[config.mk]
export PLATFORM = sky130hd
export DESIGN_NAME = rom_load_top
export DESIGN_NICKNAME = d
export VERILOG_FILES = /design/src/rom_load_pkg.sv /design/src/download_rx.sv /design/src/rom_packer.sv /design/src/config_regs.sv /design/src/write_port.sv /design/src/rom_load_top.sv
export SDC_FILE = /design/constraint.sdc
export NUM_CORES = 1
export LEC_CHECK = 0
export ABC_AREA = 1
export BUFFER_PORTS_ARGS = -buffer_cell sky130_fd_sc_hd__buf_2
export CORE_MARGIN = 5
export CORE_UTILIZATION = 45
export CTS_CLUSTER_SIZE = 20
export DETAILED_ROUTE_END_ITERATION = 12
export MAX_ROUTING_LAYER = met4
export PLACE_DENSITY = 0.68
export SKIP_CTS_REPAIR_TIMING = 1
export SLEW_MARGIN = 20
export SYNTH_ARGS = -nofsm -noshare
export SYNTH_HDL_FRONTEND = slang
export SYNTH_SLANG_ARGS = --single-unit
[constraint.sdc]
create_clock -name clk_sys -period 4.8 [get_ports clk_sys]
set_input_delay 0.72 -clock clk_sys [delete_from_list [all_inputs] [get_ports clk_sys]]
set_output_delay 0.72 -clock clk_sys [all_outputs]
set_load 0.02 [all_outputs]
[src/rom_load_pkg.sv]
/*
 * Shared definitions for the ROM download path
 *  - Widths of bytes, host addresses, file indices and memory words
 *  - Memory region enum
 *  - Host file indices for ROM image, protection type and DIP bank
 *  - Byte address limits of each region in the ROM image
 */

package rom_load_pkg;

	// ####################
	// Widths
	// ####################

	typedef logic [7:0]  byte_t;       // One download byte
	typedef logic [24:0] load_addr_t;  // Host byte address
	typedef logic [7:0]  file_index_t; // Host file index
	typedef logic [17:0] mem_addr_t;   // Word address inside a region, sized for GFX
	typedef logic [31:0] mem_data_t;   // Narrow words sit in the low bits

	// Target memory of a packed write
	typedef enum logic [1:0] {
		REGION_GFX,   // 32-bit graphics words
		REGION_MAIN,  // 16-bit CPU program words
		REGION_AUDIO, // Audio CPU bytes
		REGION_CHAR   // Character ROM bytes
	} rom_region_t;

	// ####################
	// File indices
	// ####################

	localparam file_index_t FILE_ROM  = 8'd0;   // ROM image
	localparam file_index_t FILE_SLAP = 8'd1;   // Protection chip type
	localparam file_index_t FILE_DIP  = 8'd254; // DIP switch bytes

	// ####################
	// ROM image map
	// ####################

	// Graphics, six banks of four interleaved chips
	localparam load_addr_t GFX_END      = 25'h0C0000;

	// CPU program, 9A/9B then filler, 10A/10B, then 7A..3B pairs
	localparam load_addr_t MAIN_BASE    = 25'h0C0000;
	localparam load_addr_t MAIN_GAP_LO  = 25'h0D0000; // Filler starts
	localparam load_addr_t MAIN_GAP_MID = 25'h0F0000; // 10A/10B inside the gap
	localparam load_addr_t MAIN_GAP_HI  = 25'h0F8000; // End of 10A/10B
	localparam load_addr_t MAIN_END     = 25'h140000;

	// Audio 16S and 16R back to back, then character ROM 6P
	localparam load_addr_t AUDIO_BASE   = 25'h140000;
	localparam load_addr_t CHAR_BASE    = 25'h14C000;
	localparam load_addr_t CHAR_END     = 25'h150000; // Anything above is dropped

endpackage

[src/download_rx.sv]
/*
 * Host byte receiver
 *  - One-entry registered buffer between host loader and packer
 *  - Takes a new byte in the same cycle the held one leaves
 */

`timescale 1ns/1ps

module download_rx (
	input  logic                      clk_sys,
	input  logic                      arst_n,
	// Host side
	input  logic                      dl_valid,
	output logic                      dl_ready,
	input  rom_load_pkg::file_index_t dl_index,
	input  rom_load_pkg::load_addr_t  dl_addr,
	input  rom_load_pkg::byte_t       dl_data,
	// Packer side
	output logic                      byte_valid,
	input  logic                      byte_ready,
	output rom_load_pkg::file_index_t byte_index,
	output rom_load_pkg::load_addr_t  byte_addr,
	output rom_load_pkg::byte_t       byte_data
);

	logic full; // Buffer holds a byte

	// Open when empty or draining this cycle
	assign dl_ready   = !full || byte_ready;
	assign byte_valid = full;

	always_ff @(posedge clk_sys or negedge arst_n) begin
		if (!arst_n) begin
			full <= 1'b0;
		end else if (dl_valid && dl_ready) begin
			full <= 1'b1; // Refill, possibly while emptying
		end else if (byte_ready) begin
			full <= 1'b0;
		end
	end

	// Payload capture on acceptance
	always_ff @(posedge clk_sys) begin
		if (dl_valid && dl_ready) begin
			byte_index <= dl_index;
			byte_addr  <= dl_addr;
			byte_data  <= dl_data;
		end
	end

endmodule

[src/rom_packer.sv]
/*
 * ROM byte packer
 *  - 24-bit accumulator of index-0 bytes
 *  - Region decode and word address from the byte address
 *  - Word completion and hand-off on the pk port
 *  - Protection type and DIP byte routing as one-cycle strobes
 */

`timescale 1ns/1ps

module rom_packer (
	input  logic                      clk_sys,
	input  logic                      arst_n,
	// From receiver
	input  logic                      byte_valid,
	output logic                      byte_ready,
	input  rom_load_pkg::file_index_t byte_index,
	input  rom_load_pkg::load_addr_t  byte_addr,
	input  rom_load_pkg::byte_t       byte_data,
	// To write port
	output logic                      pk_valid,
	input  logic                      pk_ready,
	output rom_load_pkg::rom_region_t pk_region,
	output rom_load_pkg::mem_addr_t   pk_addr,
	output rom_load_pkg::mem_data_t   pk_data,
	// To config registers
	output logic                      slap_we,
	output logic                      dip_we,
	output rom_load_pkg::byte_t       cfg_offset,
	output rom_load_pkg::byte_t       cfg_data
);

	logic [23:0]              acc;      // Previous three ROM bytes
	logic                     is_rom;
	logic                     in_gfx;
	logic                     in_main;
	logic                     in_audio;
	logic                     in_char;
	logic                     complete; // Byte closes a word in its region
	logic                     word_done;
	rom_load_pkg::load_addr_t main_off;
	rom_load_pkg::load_addr_t audio_off;
	rom_load_pkg::load_addr_t char_off;

	// ####################
	// Region decode
	// ####################

	assign is_rom   = byte_index == rom_load_pkg::FILE_ROM;
	assign in_gfx   = byte_addr < rom_load_pkg::GFX_END;
	assign in_main  = (byte_addr >= rom_load_pkg::MAIN_BASE && byte_addr < rom_load_pkg::MAIN_GAP_LO)
		|| (byte_addr >= rom_load_pkg::MAIN_GAP_MID && byte_addr < rom_load_pkg::MAIN_GAP_HI)
		|| (byte_addr >= rom_load_pkg::MAIN_GAP_HI && byte_addr < rom_load_pkg::MAIN_END);
	assign in_audio = byte_addr >= rom_load_pkg::AUDIO_BASE && byte_addr < rom_load_pkg::CHAR_BASE;
	assign in_char  = byte_addr >= rom_load_pkg::CHAR_BASE && byte_addr < rom_load_pkg::CHAR_END;

	// Offsets from each region base
	assign main_off  = byte_addr - rom_load_pkg::MAIN_BASE;
	assign audio_off = byte_addr - rom_load_pkg::AUDIO_BASE;
	assign char_off  = byte_addr - rom_load_pkg::CHAR_BASE;

	// ####################
	// Word assembly
	// ####################

	always_comb begin
		complete  = 1'b0; // Gap and above CHAR_END never complete
		pk_region = rom_load_pkg::REGION_GFX;
		pk_addr   = byte_addr[19:2];       // Dword index
		pk_data   = {acc, byte_data};      // Oldest byte on top
		if (in_gfx) begin
			complete = byte_addr[1:0] == 2'b11; // Fourth byte of the dword
		end else if (in_main) begin
			complete  = byte_addr[0];          // Odd byte closes a word
			pk_region = rom_load_pkg::REGION_MAIN;
			pk_addr   = main_off[18:1];
			pk_data   = {16'h0000, acc[7:0], byte_data};
		end else if (in_audio) begin
			complete  = 1'b1;
			pk_region = rom_load_pkg::REGION_AUDIO;
			pk_addr   = audio_off[17:0];
			pk_data   = {24'h000000, byte_data};
		end else if (in_char) begin
			complete  = 1'b1;
			pk_region = rom_load_pkg::REGION_CHAR;
			pk_addr   = char_off[17:0];
			pk_data   = {24'h000000, byte_data};
		end
	end

	assign word_done = is_rom && complete;
	assign pk_valid  = byte_valid && word_done;
	assign byte_ready = word_done ? pk_ready : 1'b1; // Stall only on a full word

	// Every accepted ROM byte shifts in, gap bytes too
	always_ff @(posedge clk_sys or negedge arst_n) begin
		if (!arst_n) begin
			acc <= '0;
		end else if (byte_valid && byte_ready && is_rom) begin
			acc <= {acc[15:0], byte_data};
		end
	end

	// ####################
	// Config routing
	// ####################

	assign slap_we    = byte_valid && byte_index == rom_load_pkg::FILE_SLAP;
	assign dip_we     = byte_valid && byte_index == rom_load_pkg::FILE_DIP
		&& byte_addr[24:8] == '0;                 // First 256 bytes only
	assign cfg_offset = byte_addr[7:0];
	assign cfg_data   = byte_data;

endmodule

[src/config_regs.sv]
/*
 * Game configuration registers
 *  - Protection chip type, 104 out of reset
 *  - Bank of DIP switch bytes written by offset
 */

`timescale 1ns/1ps

module config_regs #(
	parameter int DIP_BYTES = 8 // 1 to 256
) (
	input  logic                     clk_sys,
	input  logic                     arst_n,
	input  logic                     slap_we,
	input  logic                     dip_we,
	input  rom_load_pkg::byte_t      cfg_offset,
	input  rom_load_pkg::byte_t      cfg_data,
	output rom_load_pkg::byte_t      slap_type,
	output logic [DIP_BYTES*8-1:0]   dip_switches
);

	// Protection type, 104 is the first game
	always_ff @(posedge clk_sys or negedge arst_n) begin
		if (!arst_n) begin
			slap_type <= 8'd104;
		end else if (slap_we) begin
			slap_type <= cfg_data;
		end
	end

	// One register per switch byte
	// Offsets past the bank match no byte and are dropped
	for (genvar i = 0; i < DIP_BYTES; i++) begin : g_dip
		always_ff @(posedge clk_sys or negedge arst_n) begin
			if (!arst_n) begin
				dip_switches[i*8 +: 8] <= 8'h00;
			end else if (dip_we && cfg_offset == 8'(i)) begin
				dip_switches[i*8 +: 8] <= cfg_data;
			end
		end
	end

endmodule

[src/write_port.sv]
/*
 * Memory write port
 *  - One-entry output register, held stable under back-pressure
 *  - Reloads in the same cycle the held write leaves
 */

`timescale 1ns/1ps

module write_port (
	input  logic                      clk_sys,
	input  logic                      arst_n,
	// From packer
	input  logic                      pk_valid,
	output logic                      pk_ready,
	input  rom_load_pkg::rom_region_t pk_region,
	input  rom_load_pkg::mem_addr_t   pk_addr,
	input  rom_load_pkg::mem_data_t   pk_data,
	// To memory
	output logic                      wr_valid,
	input  logic                      wr_ready,
	output rom_load_pkg::rom_region_t wr_region,
	output rom_load_pkg::mem_addr_t   wr_addr,
	output rom_load_pkg::mem_data_t   wr_data
);

	assign pk_ready = !wr_valid || wr_ready; // Empty or leaving now

	always_ff @(posedge clk_sys or negedge arst_n) begin
		if (!arst_n) begin
			wr_valid <= 1'b0;
		end else if (pk_valid && pk_ready) begin
			wr_valid <= 1'b1;
		end else if (wr_ready) begin
			wr_valid <= 1'b0; // Taken, nothing behind it
		end
	end

	always_ff @(posedge clk_sys) begin
		if (pk_valid && pk_ready) begin
			wr_region <= pk_region;
			wr_addr   <= pk_addr;
			wr_data   <= pk_data;
		end
	end

endmodule

[src/rom_load_top.sv]
/*
 * ROM download path top level
 *  - Receiver, packer, config registers and write port
 */

`timescale 1ns/1ps

module rom_load_top #(
	parameter int DIP_BYTES = 8
) (
	input  logic                      clk_sys,
	input  logic                      arst_n,
	// Host loader
	input  logic                      dl_valid,
	output logic                      dl_ready,
	input  rom_load_pkg::file_index_t dl_index,
	input  rom_load_pkg::load_addr_t  dl_addr,
	input  rom_load_pkg::byte_t       dl_data,
	// Memory write
	output logic                      wr_valid,
	input  logic                      wr_ready,
	output rom_load_pkg::rom_region_t wr_region,
	output rom_load_pkg::mem_addr_t   wr_addr,
	output rom_load_pkg::mem_data_t   wr_data,
	// Game config
	output rom_load_pkg::byte_t       slap_type,
	output logic [DIP_BYTES*8-1:0]    dip_switches
);

	// Receiver to packer
	logic                      byte_valid;
	logic                      byte_ready;
	rom_load_pkg::file_index_t byte_index;
	rom_load_pkg::load_addr_t  byte_addr;
	rom_load_pkg::byte_t       byte_data;

	// Packer to write port
	logic                      pk_valid;
	logic                      pk_ready;
	rom_load_pkg::rom_region_t pk_region;
	rom_load_pkg::mem_addr_t   pk_addr;
	rom_load_pkg::mem_data_t   pk_data;

	// Config strobes
	logic                      slap_we;
	logic                      dip_we;
	rom_load_pkg::byte_t       cfg_offset;
	rom_load_pkg::byte_t       cfg_data;

	download_rx download_rx_i (.*);

	rom_packer rom_packer_i (.*);

	config_regs #(
		.DIP_BYTES(DIP_BYTES)
	) config_regs_i (.*);

	write_port write_port_i (.*);

endmodule

==> implementation parameters, run 1 <==
Parameter                              Value

Timing
  Measured slew at the worst slew-check pin    1.03 ns
  Setup repair after global routing missed its margin    no
  Post-layout min period    3.48 ns
  Max Freq    roughly 290 MHz
  Tcrit/Tclk final    72.5%
  Number of max-slew violations in the final report    0
  Max-slew headroom    about a third
  Aggregate negative setup slack    0 ns
  Final worst clock skew    0.0139 ns
  Final setup violating endpoints    0
  Final hold violation count    0

Critical path
  Type of element capturing the critical path    output port
  Data arrival time of the critical path    about 2.8 ns
  Type of the worst setup path    flip-flop to output port
  Required time worst endpoint    between 4 and 5 ns
  Worst Setup Start Kind    flip-flop
  Biggest fanout along the worst timing path    21

Die
  Initial core utilization    between 40% and 50%
  Core area    approximately 0.017 mm²
  Ports    171
  Horizontal die dimension    141 µm
  DIE AREA    0.0197 mm²
  Height of the die    141 µm
  Row count    47

CTS
  Number of levels the H-tree was split into    4
  Clock-pin slew reported for the worst setup and hold paths after clock tree synthesis    0.07 ns
  CTS tree    built
  Clock Sink Count    191
  Clock latency reported for the late side of the worst-skew pair    0.43 ns
  Maximum root-to-sink buffer count    2
  Clock buffer count from CTS    17
  Buffer cell driving the clock tree root    sky130_fd_sc_hd__clkbuf_16

Global routing
  Overall global routing resource usage    roughly a fifth
  Gr ovfl total    0
  First-pass GRT wire length    29,200 µm
  Vias in the first global route    about 5,400
  Pin count of the biggest net entering global routing    62
  Number of antenna violations at the first check in global routing    0

Route
  Per-cell routed wire length    between 15 and 20 µm
  DR vias    about 5,500
  Initial DRC count    353
  Routed vias/inst    between 4 and 5
  Number of remaining DRC errors    0
  Final routed wirelength across all metal layers    around 18,000 µm
  First-pass DRT Iterations    5
  Remaining antenna violation count    0

Synthesis
  Cell count after synthesis    around 720
  Post-synthesis sequential element count    191
  Per-instance average area after synthesis    ~11 µm²
  Sequential-to-total area share from yosys stat    between 60% and 70%
  Net count after synthesis    771
  Post-Synthesis Cell Area    ~0.0077 mm²
  Synthesis Warnings    0
  Netlist cell types    33

Finish
  Commonest non-fill, non-tap cell in the layout    sky130_fd_sc_hd__buf_2
  Share of cells above drive strength 1    25.3%
  Area growth from synthesis to layout    21.4%
  Final cell count without fillers    ~1,100
  Most used cells in the layout excluding fill and tap cells    sky130_fd_sc_hd__buf_2, sky130_fd_sc_hd__nand2_1, sky130_fd_sc_hd__inv_1, sky130_fd_sc_hd__dfrtp_1, sky130_fd_sc_hd__edfxtp_1
  Fillcell total    1,465
  Storage element area    0.00525 mm²
  Nets@finish    around 940
  Number of diodes    0
  Area taken by multi-input logic gates    about 0.0019 mm²

Power and ir drop
  Switching portion of total power    a little under a quarter
  Cell area power density    356 mW/mm²
  Standby leakage power    4.69 nW
  Maximum vdd drop    ~0.23 mV
  Comb pwr share    4.7%
  Fraction of power consumed by the clock network    40.8%
  Total net switching power    0.787 mW
  Internal power of the cells    between 2 and 3 mW
  Sequential cell fraction of total power    54.5%

Flow run
  Max-cap viol count    0

Outcome
  Outcome    finished, final reports clean

Placement
  Global placer's final weighted congestion    0.872
  Count of placed standard cells including taps    1,098
  HPWL after detailed placement    roughly 13,000 µm
  IO buf count    170

Worst hold path
  Worst min path class    input pin to async pin
## through the flow
step / hold slack [ns] / power (mW) / utilization, % / setup slack [ns] / area [µm²]
final: 0.362 / 3.31 / 55.9 / 1.32 / 9300
after global routing: 0.422 / 3.45 / 55.9 / 1.10 / 9300
after CTS: 0.377 / 3.34 / 55.9 / 1.25 / 9300
after detailed placement: 0.459 / 1.99 / 52.5 / 1.27 / 8740
after global placement: 0.456 / 1.99 / 52.5 / 1.32 / 8740
after floorplan: 0.424 / 1.91 / - / 0.718 / 7670
## worst max-delay path, stage by stage, from the launching register on
cell and delay (ns):
sky130_fd_sc_hd__edfxtp_1 0.47, sky130_fd_sc_hd__inv_2 0.13, sky130_fd_sc_hd__nand3_1 0.13, sky130_fd_sc_hd__nor2_1 0.20, sky130_fd_sc_hd__nor2_1 0.09, sky130_fd_sc_hd__nor2_4 0.45, sky130_fd_sc_hd__nand3_4 0.33, sky130_fd_sc_hd__nand2_4 0.14
sky130_fd_sc_hd__nand2_4 0.06, sky130_fd_sc_hd__nand3_1 0.10, sky130_fd_sc_hd__buf_2 0.21
## metal layers
metal	up-vias	global-route usage (%)	wire, µm
met5	-	-	0
met4	0	5.10	278
met3	19	6.37	1410
met2	168	28.9	8390
met1	2567	26.2	7970
li1	2724	-	-
## cell families after synthesis
logic type / count (synthesis) / synth area share [%]
simple gates: 294 / 16.8
xor+xnor: 1 / 0.114
buf+inv: 137 / 6.99
fa+ha+maj: 2 / 0.326
compound gates: 99 / 7.33
flops: 191 / 68.5
## synthesized netlist by cell type (all sizes together)
cell type | number | share of area (%)
xor2 | 1 | 0.11
o2111ai | 1 | 0.11
and2 | 1 | 0.082
nand4 | 10 | 0.82
nor2 | 53 | 2.8
nand3 | 42 | 2.9
a21oi | 5 | 0.38
edfxtp | 93 | 36
o21ai | 77 | 5.0
dfstp | 3 | 1.0
ha | 2 | 0.33
clkbuf | 12 | 0.59
nor4 | 5 | 0.49
o221ai | 15 | 1.7
dfrtp | 95 | 31
o211ai | 1 | 0.098
buf | 8 | 0.67
nand2 | 173 | 9.0
or3b | 1 | 0.11
nor3 | 9 | 0.65
inv | 117 | 5.7
## registers in the layout, summed over array words and instances (netlist names)
register / flops
config_regs_i.slap_type: 8
rom_packer_i.acc: 24
download_rx_i.byte_addr: 25
download_rx_i.byte_data: 8
write_port_i.wr_addr: 18
write_port_i.wr_data: 32
write_port_i.wr_valid: 1
config_regs_i.dip_switches: 64
download_rx_i.byte_valid: 1
write_port_i.wr_region: 2
download_rx_i.byte_index: 8
## path summary, 6_finish.rpt
| check | startpoint | end | slack, ns | cells past startpoint |
|---|---|---|---|---|
| worst max register to register | download_rx_i.byte_addr[20] | download_rx_i.byte_addr[14] | 1.52 | 12 |
| worst min register to register | rom_packer_i.acc[22] | rom_packer_i.acc[22] | 0.47 | 2 |
| worst min-delay path | arst_n | config_regs_i.dip_switches[59] | 0.36 | 1 |
| max in group asynchronous | arst_n | config_regs_i.slap_type[5] | 3.45 | 2 |
| worst max-delay path | download_rx_i.byte_addr[20] | dl_ready | 1.32 | 10 |
| min in group clk_sys | dl_addr[18] | download_rx_i.byte_addr[18] | 0.46 | 1 |
## power by group through the flow
| stage | logic, mW | registers, mW | clock network (mW) |
|---|---|---|---|
| global placement | 0.157 | 1.84 | 0 |
| finish | 0.155 | 1.81 | 1.35 |
| detailed placement | 0.156 | 1.84 | 0 |
| global route | 0.177 | 1.81 | 1.47 |
| floorplan | 0.0799 | 1.83 | 0 |
| CTS | 0.157 | 1.80 | 1.38 |
## layout make-up
class	instances	share of cell area (%)
sequential	191	56.4
clock buffer	18	4.84
timing repair buffer	174	9.49
tap	220	2.96
clock inverter	14	1.24
multi-input combinational	396	20.3
inverter	117	4.72
No activity file was read; power rests on OpenSTA's default activity.
==> inputs of run 2 (changes only) <==
==> constraint.sdc (replaced) <==
create_clock -name clk_sys -period 3.6 [get_ports clk_sys]
set_input_delay 0.54 -clock clk_sys [delete_from_list [all_inputs] [get_ports clk_sys]]
set_output_delay 0.54 -clock clk_sys [all_outputs]
set_load 0.02 [all_outputs]
==> implementation parameters, run 2 (synthesis results as in run 1) <==
Parameter                              Value

Outcome
  Outcome    finished, final reports clean

CTS
  Maximum root-to-sink buffer count    2 (unchanged)
  Buffer cell driving the clock tree root    sky130_fd_sc_hd__clkbuf_16
  CTS tree    built
  Number of levels the H-tree was split into    4 (unchanged)
  Clock-pin slew reported for the worst setup and hold paths after clock tree synthesis    0.07 ns (about the same)
  Clock latency reported for the late side of the worst-skew pair    0.42 ns (about the same)
  Clock buffer count from CTS    17 (unchanged)
  Clock Sink Count    191 (unchanged)

Timing
  Final worst clock skew    0.0120 ns (-0.00185 ns)
  Measured slew at the worst slew-check pin    0.756 ns (-0.271 ns)
  Tcrit/Tclk final    between 80% and 90%
  Setup repair after global routing missed its margin    no
  Final hold violation count    0 (unchanged)
  Worst-case hold slack    0.182 ns (-0.179 ns)
  Aggregate negative setup slack    0 ns (unchanged)
  Final setup violating endpoints    0 (unchanged)
  Post-layout min period    ~2.9 ns
  Max Freq    345 MHz
  Max-slew headroom    49.6% (+18 points)
  Number of max-slew violations in the final report    0 (unchanged)

Route
  First-pass DRT Iterations    6 (+1)
  Remaining antenna violation count    0 (unchanged)
  Initial DRC count    329 (-6.8%)
  Per-cell routed wire length    15.5 µm (-3.2%)
  Final routed wirelength across all metal layers    17,500 µm (-2.8%)
  DR vias    5,488 (+0.18%)
  Number of remaining DRC errors    0 (unchanged)
  Routed vias/inst    4.84 (-0.26%)

Placement
  Standard cell area after detailed placement    0.00878 mm² (+0.46%)
  IO buf count    170 (unchanged)
  Global placer's final weighted congestion    0.912 (+4.6%)
  HPWL after detailed placement    12,600 µm (-2.8%)

Finish
  Nets@finish    946 (+0.21%)
  Commonest non-fill, non-tap cell in the layout    sky130_fd_sc_hd__buf_2
  Max reg flops    64 (unchanged)
  Area growth from synthesis to layout    22.1%
  Regs by FF count    config_regs_i.dip_switches (64), write_port_i.wr_data (32), download_rx_i.byte_addr (25)
  Biggest register    config_regs_i.dip_switches
  Fillcell total    1,467 (+0.14%)
  Post-layout instance area    0.00936 mm² (+0.63%)
  Share of cells above drive strength 1    25.1% (-0.17 points)
  Most used cells in the layout excluding fill and tap cells    sky130_fd_sc_hd__buf_2, sky130_fd_sc_hd__nand2_1, sky130_fd_sc_hd__inv_1, sky130_fd_sc_hd__dfrtp_1, sky130_fd_sc_hd__edfxtp_1

Die
  Row count    47 (unchanged)
  Core area    0.0166 mm² (unchanged)
  Horizontal die dimension    141 µm (unchanged)
  Ports    171 (unchanged)
  Height of the die    141 µm (unchanged)
  Initial core utilization    46.1% (unchanged)
  DIE AREA    0.0197 mm² (unchanged)

Critical path
  Logic depth of the worst register-to-register path    12 (unchanged)
  Worst-path cell with the longest stage delay    sky130_fd_sc_hd__edfxtp_1
  Stage delay of the slowest cell on the critical path    0.40 ns (-0.07 ns)
  Type of element capturing the critical path    output port
  Biggest fanout along the worst timing path    18 (-14%)
  Required time worst endpoint    3.06 ns (-1.02 ns)
  Type of the worst setup path    flip-flop to output port
  Reg-to-reg endpoint    write_port_i.wr_data[22]
  Worst Setup Start Kind    flip-flop
  Launch point of the worst reg-to-reg path    download_rx_i.byte_addr[12]
  Most numerous cell on the critical path    sky130_fd_sc_hd__nand3_1
  Critical path origin    download_rx_i.byte_addr[12]
  CP cell instances    nor2_1 -> nand3_1 -> nor2_1 -> nand3_1 -> nand2_1 -> nand2_1 -> nand3_4 -> nand2_4 -> nand2_4 -> nand3_1 -> buf_2
  Slack of the worst reg-to-reg path    1.12 ns (-0.40 ns)
  Data arrival time of the critical path    2.36 ns (-0.40 ns)

Global routing
  Gr ovfl total    0 (unchanged)
  Overall global routing resource usage    18.8% (-0.76 points)
  Vias in the first global route    5,448 (+1.8%)
  Number of antenna violations at the first check in global routing    3 (+3)
  First-pass GRT wire length    28,300 µm (-3.2%)
  Pin count of the biggest net entering global routing    99 (+60%)

Flow run
  Max-cap viol count    0 (unchanged)

Worst hold path
  Worst min path class    input pin to async pin

Power and ir drop
  Maximum vdd drop    0.296 mV (+27%)
  Standby leakage power    4.71 nW (+0.40%)
  Cell area power density    472 mW/mm² (+33%)
## run 2: metrics by stage
stage	worst slack [ns]	cells	total power, mW	utilization [%]
floorplan	0.382	724	2.54	-
global placement	1.19	1100	2.66	52.7
detailed placement	1.14	1100	2.66	52.7
CTS	0.678	1132	4.46	56.2
global route	0.408	1135	4.58	56.3
finish	0.700	1135	4.42	56.3
## run 2: cell type report
class | instances | area [µm²] | share of cell area (%)
clock inverters | 8 | 51.3 | 0.548
flip-flops and latches | 191 | 5250 | 56.1
diodes | 3 | 7.51 | 0.0802
repair buffers | 176 | 923 | 9.86
inverters | 117 | 439 | 4.69
clock buffers | 24 | 526 | 5.61
well taps | 220 | 275 | 2.94
multi-input cells | 396 | 1890 | 20.2
## run 2: worst max-delay path by stage
stage | depth (start not counted) | endpoint
floorplan | 11 | write_port_i.wr_addr[0]
global placement | 11 | dl_ready
detailed placement | 12 | write_port_i.wr_data[22]
CTS | 11 | dl_ready
global route | 11 | dl_ready
finish | 11 | dl_ready
## run 2: power by group
group | internal [mW] | leakage [nW] | switching, mW
Combinational | 0.0653 | 2.20 | 0.140
Sequential | 2.35 | 2.23 | 0.0564
Clock | 1.03 | 0.286 | 0.776
## run 2: per-layer routing
layer,share of wire (%),routed length (µm),vias up,track usage [%]
li1,-,-,2732,-
met3,8.1,1420,23,6.24
met5,0,0,-,-
met4,1.8,316,0,6.17
met1,45,7890,2549,24.8
met2,45,7920,184,27.5
## run 2: worst max-delay path, delay by kind of cell, from the launching register on
kind	cells	cell delay [ns]
DFF	1	0.40
buffers and inverters	1	0.20
and+or+nand+nor	10	1.33
==> inputs of run 3 (changes only) <==
--- a/config.mk
+++ b/config.mk
@@ -5,14 +5,14 @@
 export SDC_FILE = /design/constraint.sdc
 export NUM_CORES = 1
 export LEC_CHECK = 0
-export ABC_AREA = 1
+export ABC_AREA = 0
 export BUFFER_PORTS_ARGS = -buffer_cell sky130_fd_sc_hd__buf_2
 export CORE_MARGIN = 5
 export CORE_UTILIZATION = 45
 export CTS_CLUSTER_SIZE = 20
 export DETAILED_ROUTE_END_ITERATION = 12
 export MAX_ROUTING_LAYER = met4
-export PLACE_DENSITY = 0.68
+export PLACE_DENSITY = 0.69
 export SKIP_CTS_REPAIR_TIMING = 1
 export SLEW_MARGIN = 20
 export SYNTH_ARGS = -nofsm -noshare
==> constraint.sdc (replaced) <==
create_clock -name clk_sys -period 2.7 [get_ports clk_sys]
set_input_delay 0.405 -clock clk_sys [delete_from_list [all_inputs] [get_ports clk_sys]]
set_output_delay 0.405 -clock clk_sys [all_outputs]
set_load 0.02 [all_outputs]
==> implementation parameters, run 3 <==
Parameter                              Value

Outcome
  Outcome    finished with violations
  Violated checks    hold timing

Die
  Horizontal die dimension    138 µm (-1.6%)
  Initial core utilization    46.2% (+0.17 points)
  Ports    171 (unchanged)
  DIE AREA    0.0191 mm² (-3.2%)
  Height of the die    138 µm (-1.6%)
  Row count    46 (-2.1%)
  Core area    0.0160 mm² (-3.9%)

Finish
  Post-layout instance area    0.00918 mm² (-2.0%)
  Biggest register    config_regs_i.dip_switches
  Commonest non-fill, non-tap cell in the layout    sky130_fd_sc_hd__buf_2
  Regs by FF count    config_regs_i.dip_switches (64), write_port_i.wr_data (32), download_rx_i.byte_addr (25)
  Max reg flops    64 (unchanged)
  Most used cells in the layout excluding fill and tap cells    sky130_fd_sc_hd__buf_2, sky130_fd_sc_hd__dfrtp_1, sky130_fd_sc_hd__mux2_2, sky130_fd_sc_hd__edfxtp_1, sky130_fd_sc_hd__nor2b_1
  Fillcell total    1,326 (-9.6%)
  Share of cells above drive strength 1    52.0% (+27 points)
  Area growth from synthesis to layout    24.0%
  Final cell count without fillers    863 (-24%)
  Nets@finish    680 (-28%)

Critical path
  Number of stages on the worst setup path    5 (-6)
  Worst-path cell with the longest stage delay    sky130_fd_sc_hd__or4b_2
  Type of the worst setup path    flip-flop to output port
  Worst Setup Start Kind    flip-flop
  CP Capture Point    dl_ready
  Required time worst endpoint    2.30 ns (-0.76 ns)
  Type of element capturing the critical path    output port
  Slack of the worst reg-to-reg path    0.11 ns (-1.01 ns)
  Launch point of the worst reg-to-reg path    download_rx_i.byte_addr[6]
  Biggest fanout along the worst timing path    4 (-14)
  Number of buffer and inverter instances along the worst setup path    2 (+1)
  CP cell instances    or4b_2 -> nor3_4 -> o211a_1 -> inv_1 -> buf_2
  Data arrival time of the critical path    2.21 ns (-0.15 ns)
  Stage delay of the slowest cell on the critical path    0.73 ns (+0.33 ns)
  Critical path origin    download_rx_i.byte_index[1]
  Logic depth of the worst register-to-register path    6 (-6)
  Crit-path leading delay family    simple AND/OR/NAND/NOR gates
  Reg-to-reg endpoint    config_regs_i.dip_switches[5]

Placement
  Standard cell area after detailed placement    0.00860 mm² (-2.0%)
  Count of placed standard cells including taps    829 (-25%)
  HPWL after detailed placement    11,900 µm (-5.4%)
  Global placer's final weighted congestion    0.841 (-7.8%)
  IO buf count    170 (unchanged)

Power and ir drop
  Standby leakage power    4.36 nW (-7.4%)
  Maximum vdd drop    0.425 mV (+44%)
  Cell area power density    631 mW/mm² (+34%)

Synthesis
  Most frequent cells after synthesis    sky130_fd_sc_hd__dfrtp_1, sky130_fd_sc_hd__mux2_2, sky130_fd_sc_hd__edfxtp_1
  Synthesis Warnings    0 (unchanged)
  Count leader, synth    sky130_fd_sc_hd__dfrtp_1
  Post-synth top area cell    sky130_fd_sc_hd__edfxtp_1
  Post-synthesis async set-or-reset flop share    51.3% (unchanged)
  Post-synthesis sequential element count    191 (unchanged)
  Yosys top cell area share    37.7% (+1.3 points)
  Largest cells by area after synthesis    sky130_fd_sc_hd__edfxtp_1, sky130_fd_sc_hd__dfrtp_1, sky130_fd_sc_hd__mux2_2, sky130_fd_sc_hd__nor2b_1, sky130_fd_sc_hd__a221o_1
  Main synth FF type    sky130_fd_sc_hd__dfrtp_1
  Net count after synthesis    496 (-36%)
  Per-instance average area after synthesis    16.5 µm² (+56%)
  Number of synthesized flops with an enable pin    93 (unchanged)
  Post-Synthesis Cell Area    0.00740 mm² (-3.5%)
  Cell count after synthesis    449 (-38%)
  Sequential-to-total area share from yosys stat    70.9% (+2.5 points)
  Netlist cell types    50 (+52%)

Route
  Routed vias/inst    5.13 (+6.0%)
  First-pass DRT Iterations    4 (-2)
  Initial DRC count    196 (-40%)
  DR vias    4,423 (-19%)
  Final routed wirelength across all metal layers    16,500 µm (-6.0%)
  Number of remaining DRC errors    0 (unchanged)
  Per-cell routed wire length    19.1 µm (+24%)
  Remaining antenna violation count    0 (unchanged)

Global routing
  Number of antenna violations at the first check in global routing    0 (-3)
  First-pass GRT wire length    26,300 µm (-6.9%)
  Overall global routing resource usage    18.2% (-0.60 points)
  Pin count of the biggest net entering global routing    46 (-54%)
  Gr ovfl total    0 (unchanged)
  Vias in the first global route    4,748 (-13%)

CTS
  Number of levels the H-tree was split into    4 (unchanged)
  Buffer cell driving the clock tree root    sky130_fd_sc_hd__clkbuf_16
  CTS tree    built
  Maximum root-to-sink buffer count    2 (unchanged)
  Clock latency reported for the late side of the worst-skew pair    0.42 ns (about the same)
  Clock Sink Count    191 (unchanged)
  Clock-pin slew reported for the worst setup and hold paths after clock tree synthesis    0.07 ns (about the same)
  Clock buffer count from CTS    17 (unchanged)

Timing
  Final setup violating endpoints    0 (unchanged)
  Tcrit/Tclk final    96.8%
  Measured slew at the worst slew-check pin    0.580 ns (-0.176 ns)
  Max-slew headroom    61.3% (+12 points)
  Post-layout min period    2.61 ns
  Final worst clock skew    0.00801 ns (-0.00402 ns)
  Number of max-slew violations in the final report    0 (unchanged)
  Worst-case hold slack    -0.0252 ns (-0.208 ns)
  Setup repair after global routing missed its margin    yes
  Final hold violation count    31 (+31)
  Max Freq    382 MHz

Flow run
  Max-cap viol count    0 (unchanged)

Worst hold path
  Worst min path class    input pin to async pin
-- run 3: changes by cell type after synthesis, moves of 5 or more --
cell	previous run	this run
sky130_fd_sc_hd__nand3_1	41	2
sky130_fd_sc_hd__inv_1	113	4
sky130_fd_sc_hd__nor2b_1	0	37
sky130_fd_sc_hd__nand4_1	10	0
sky130_fd_sc_hd__a221o_1	0	13
sky130_fd_sc_hd__mux2_2	0	94
sky130_fd_sc_hd__nand2_1	166	7
sky130_fd_sc_hd__buf_1	1	10
sky130_fd_sc_hd__o21ai_0	76	7
sky130_fd_sc_hd__o221ai_1	15	1
sky130_fd_sc_hd__nor2_1	50	11
sky130_fd_sc_hd__nor3_1	8	3
-- run 3: worst min path at each step --
stage	endpoint	depth (start not counted)
after global routing	config_regs_i.dip_switches[26]	1
after floorplan	config_regs_i.dip_switches[0]	0
after global placement	config_regs_i.dip_switches[27]	1
after CTS	config_regs_i.dip_switches[28]	1
final	config_regs_i.dip_switches[26]	1
after detailed placement	config_regs_i.dip_switches[26]	1
-- run 3: metal layers --
metal  global-route usage [%]  routed length (µm)
met3                     4.69                 825
met4                     6.55                 369
met2                     29.0                8200
met5                        -                   0
met1                     22.6                7100
-- run 3: report_power, final --
group | switching [mW] | total (mW) | internal, mW | leakage, nW
logic | 0.130 | 0.236 | 0.106 | 1.85
registers | 0.0930 | 3.23 | 3.14 | 2.26
clock network | 1.05 | 2.33 | 1.28 | 0.255
total | 1.28 | 5.79 | 4.52 | 4.36
-- run 3: final cells by class --
class / count / area (µm²) / area share [%]
multi-input cells: 230 / 2070 / 22.5
repair buffers: 189 / 1020 / 11.1
diodes: 1 / 2.50 / 0.0273
clock buffers: 20 / 437 / 4.76
flip-flops and latches: 191 / 5250 / 57.2
inverters: 4 / 15.0 / 0.164
well taps: 216 / 270 / 2.95
clock inverters: 12 / 113 / 1.23
-- run 3: cells by family (layout without fill, tap and decap cells) --
family                     after synthesis  in the layout  synth area share, %
adders and majority gates                2              2                0.338
buffers and inverters                   28            225                 1.45
DFF                                    191            191                 70.9
other                                    0              1                    0
muxes                                   96             96                 14.6
and+or+nand+nor                         93             93                 8.34
xor gates and xnor gates                 2              2                0.237
AOI/OAI and AO/OA                       37             37                 4.08
-- run 3: through the flow --
step | setup WS [ns] | utilization [%] | hold WS (ns) | setup TNS (ns) | total power, mW
floorplan | 0.236 | - | 0.109 | 0 | 3.37
finish | 0.0853 | 57.3 | -0.0252 | 0 | 5.79
detailed placement | 0.0927 | 53.8 | 0.447 | 0 | 3.53
CTS | 0.00469 | 57.2 | -0.00820 | 0 | 5.84
global placement | 0.159 | 53.8 | 0.436 | 0 | 3.51
global route | -0.0120 | 57.3 | 0.0161 | -0.0120 | 5.99
-- run 3: worst register-to-register path, stage by stage (launching register included) --
cell and delay, ns:
sky130_fd_sc_hd__edfxtp_1 0.42, sky130_fd_sc_hd__or4b_1 0.60, sky130_fd_sc_hd__nor4_4 0.37, sky130_fd_sc_hd__nand3_2 0.22, sky130_fd_sc_hd__nor4_4 0.31, sky130_fd_sc_hd__buf_4 0.21, sky130_fd_sc_hd__mux2_2 0.35
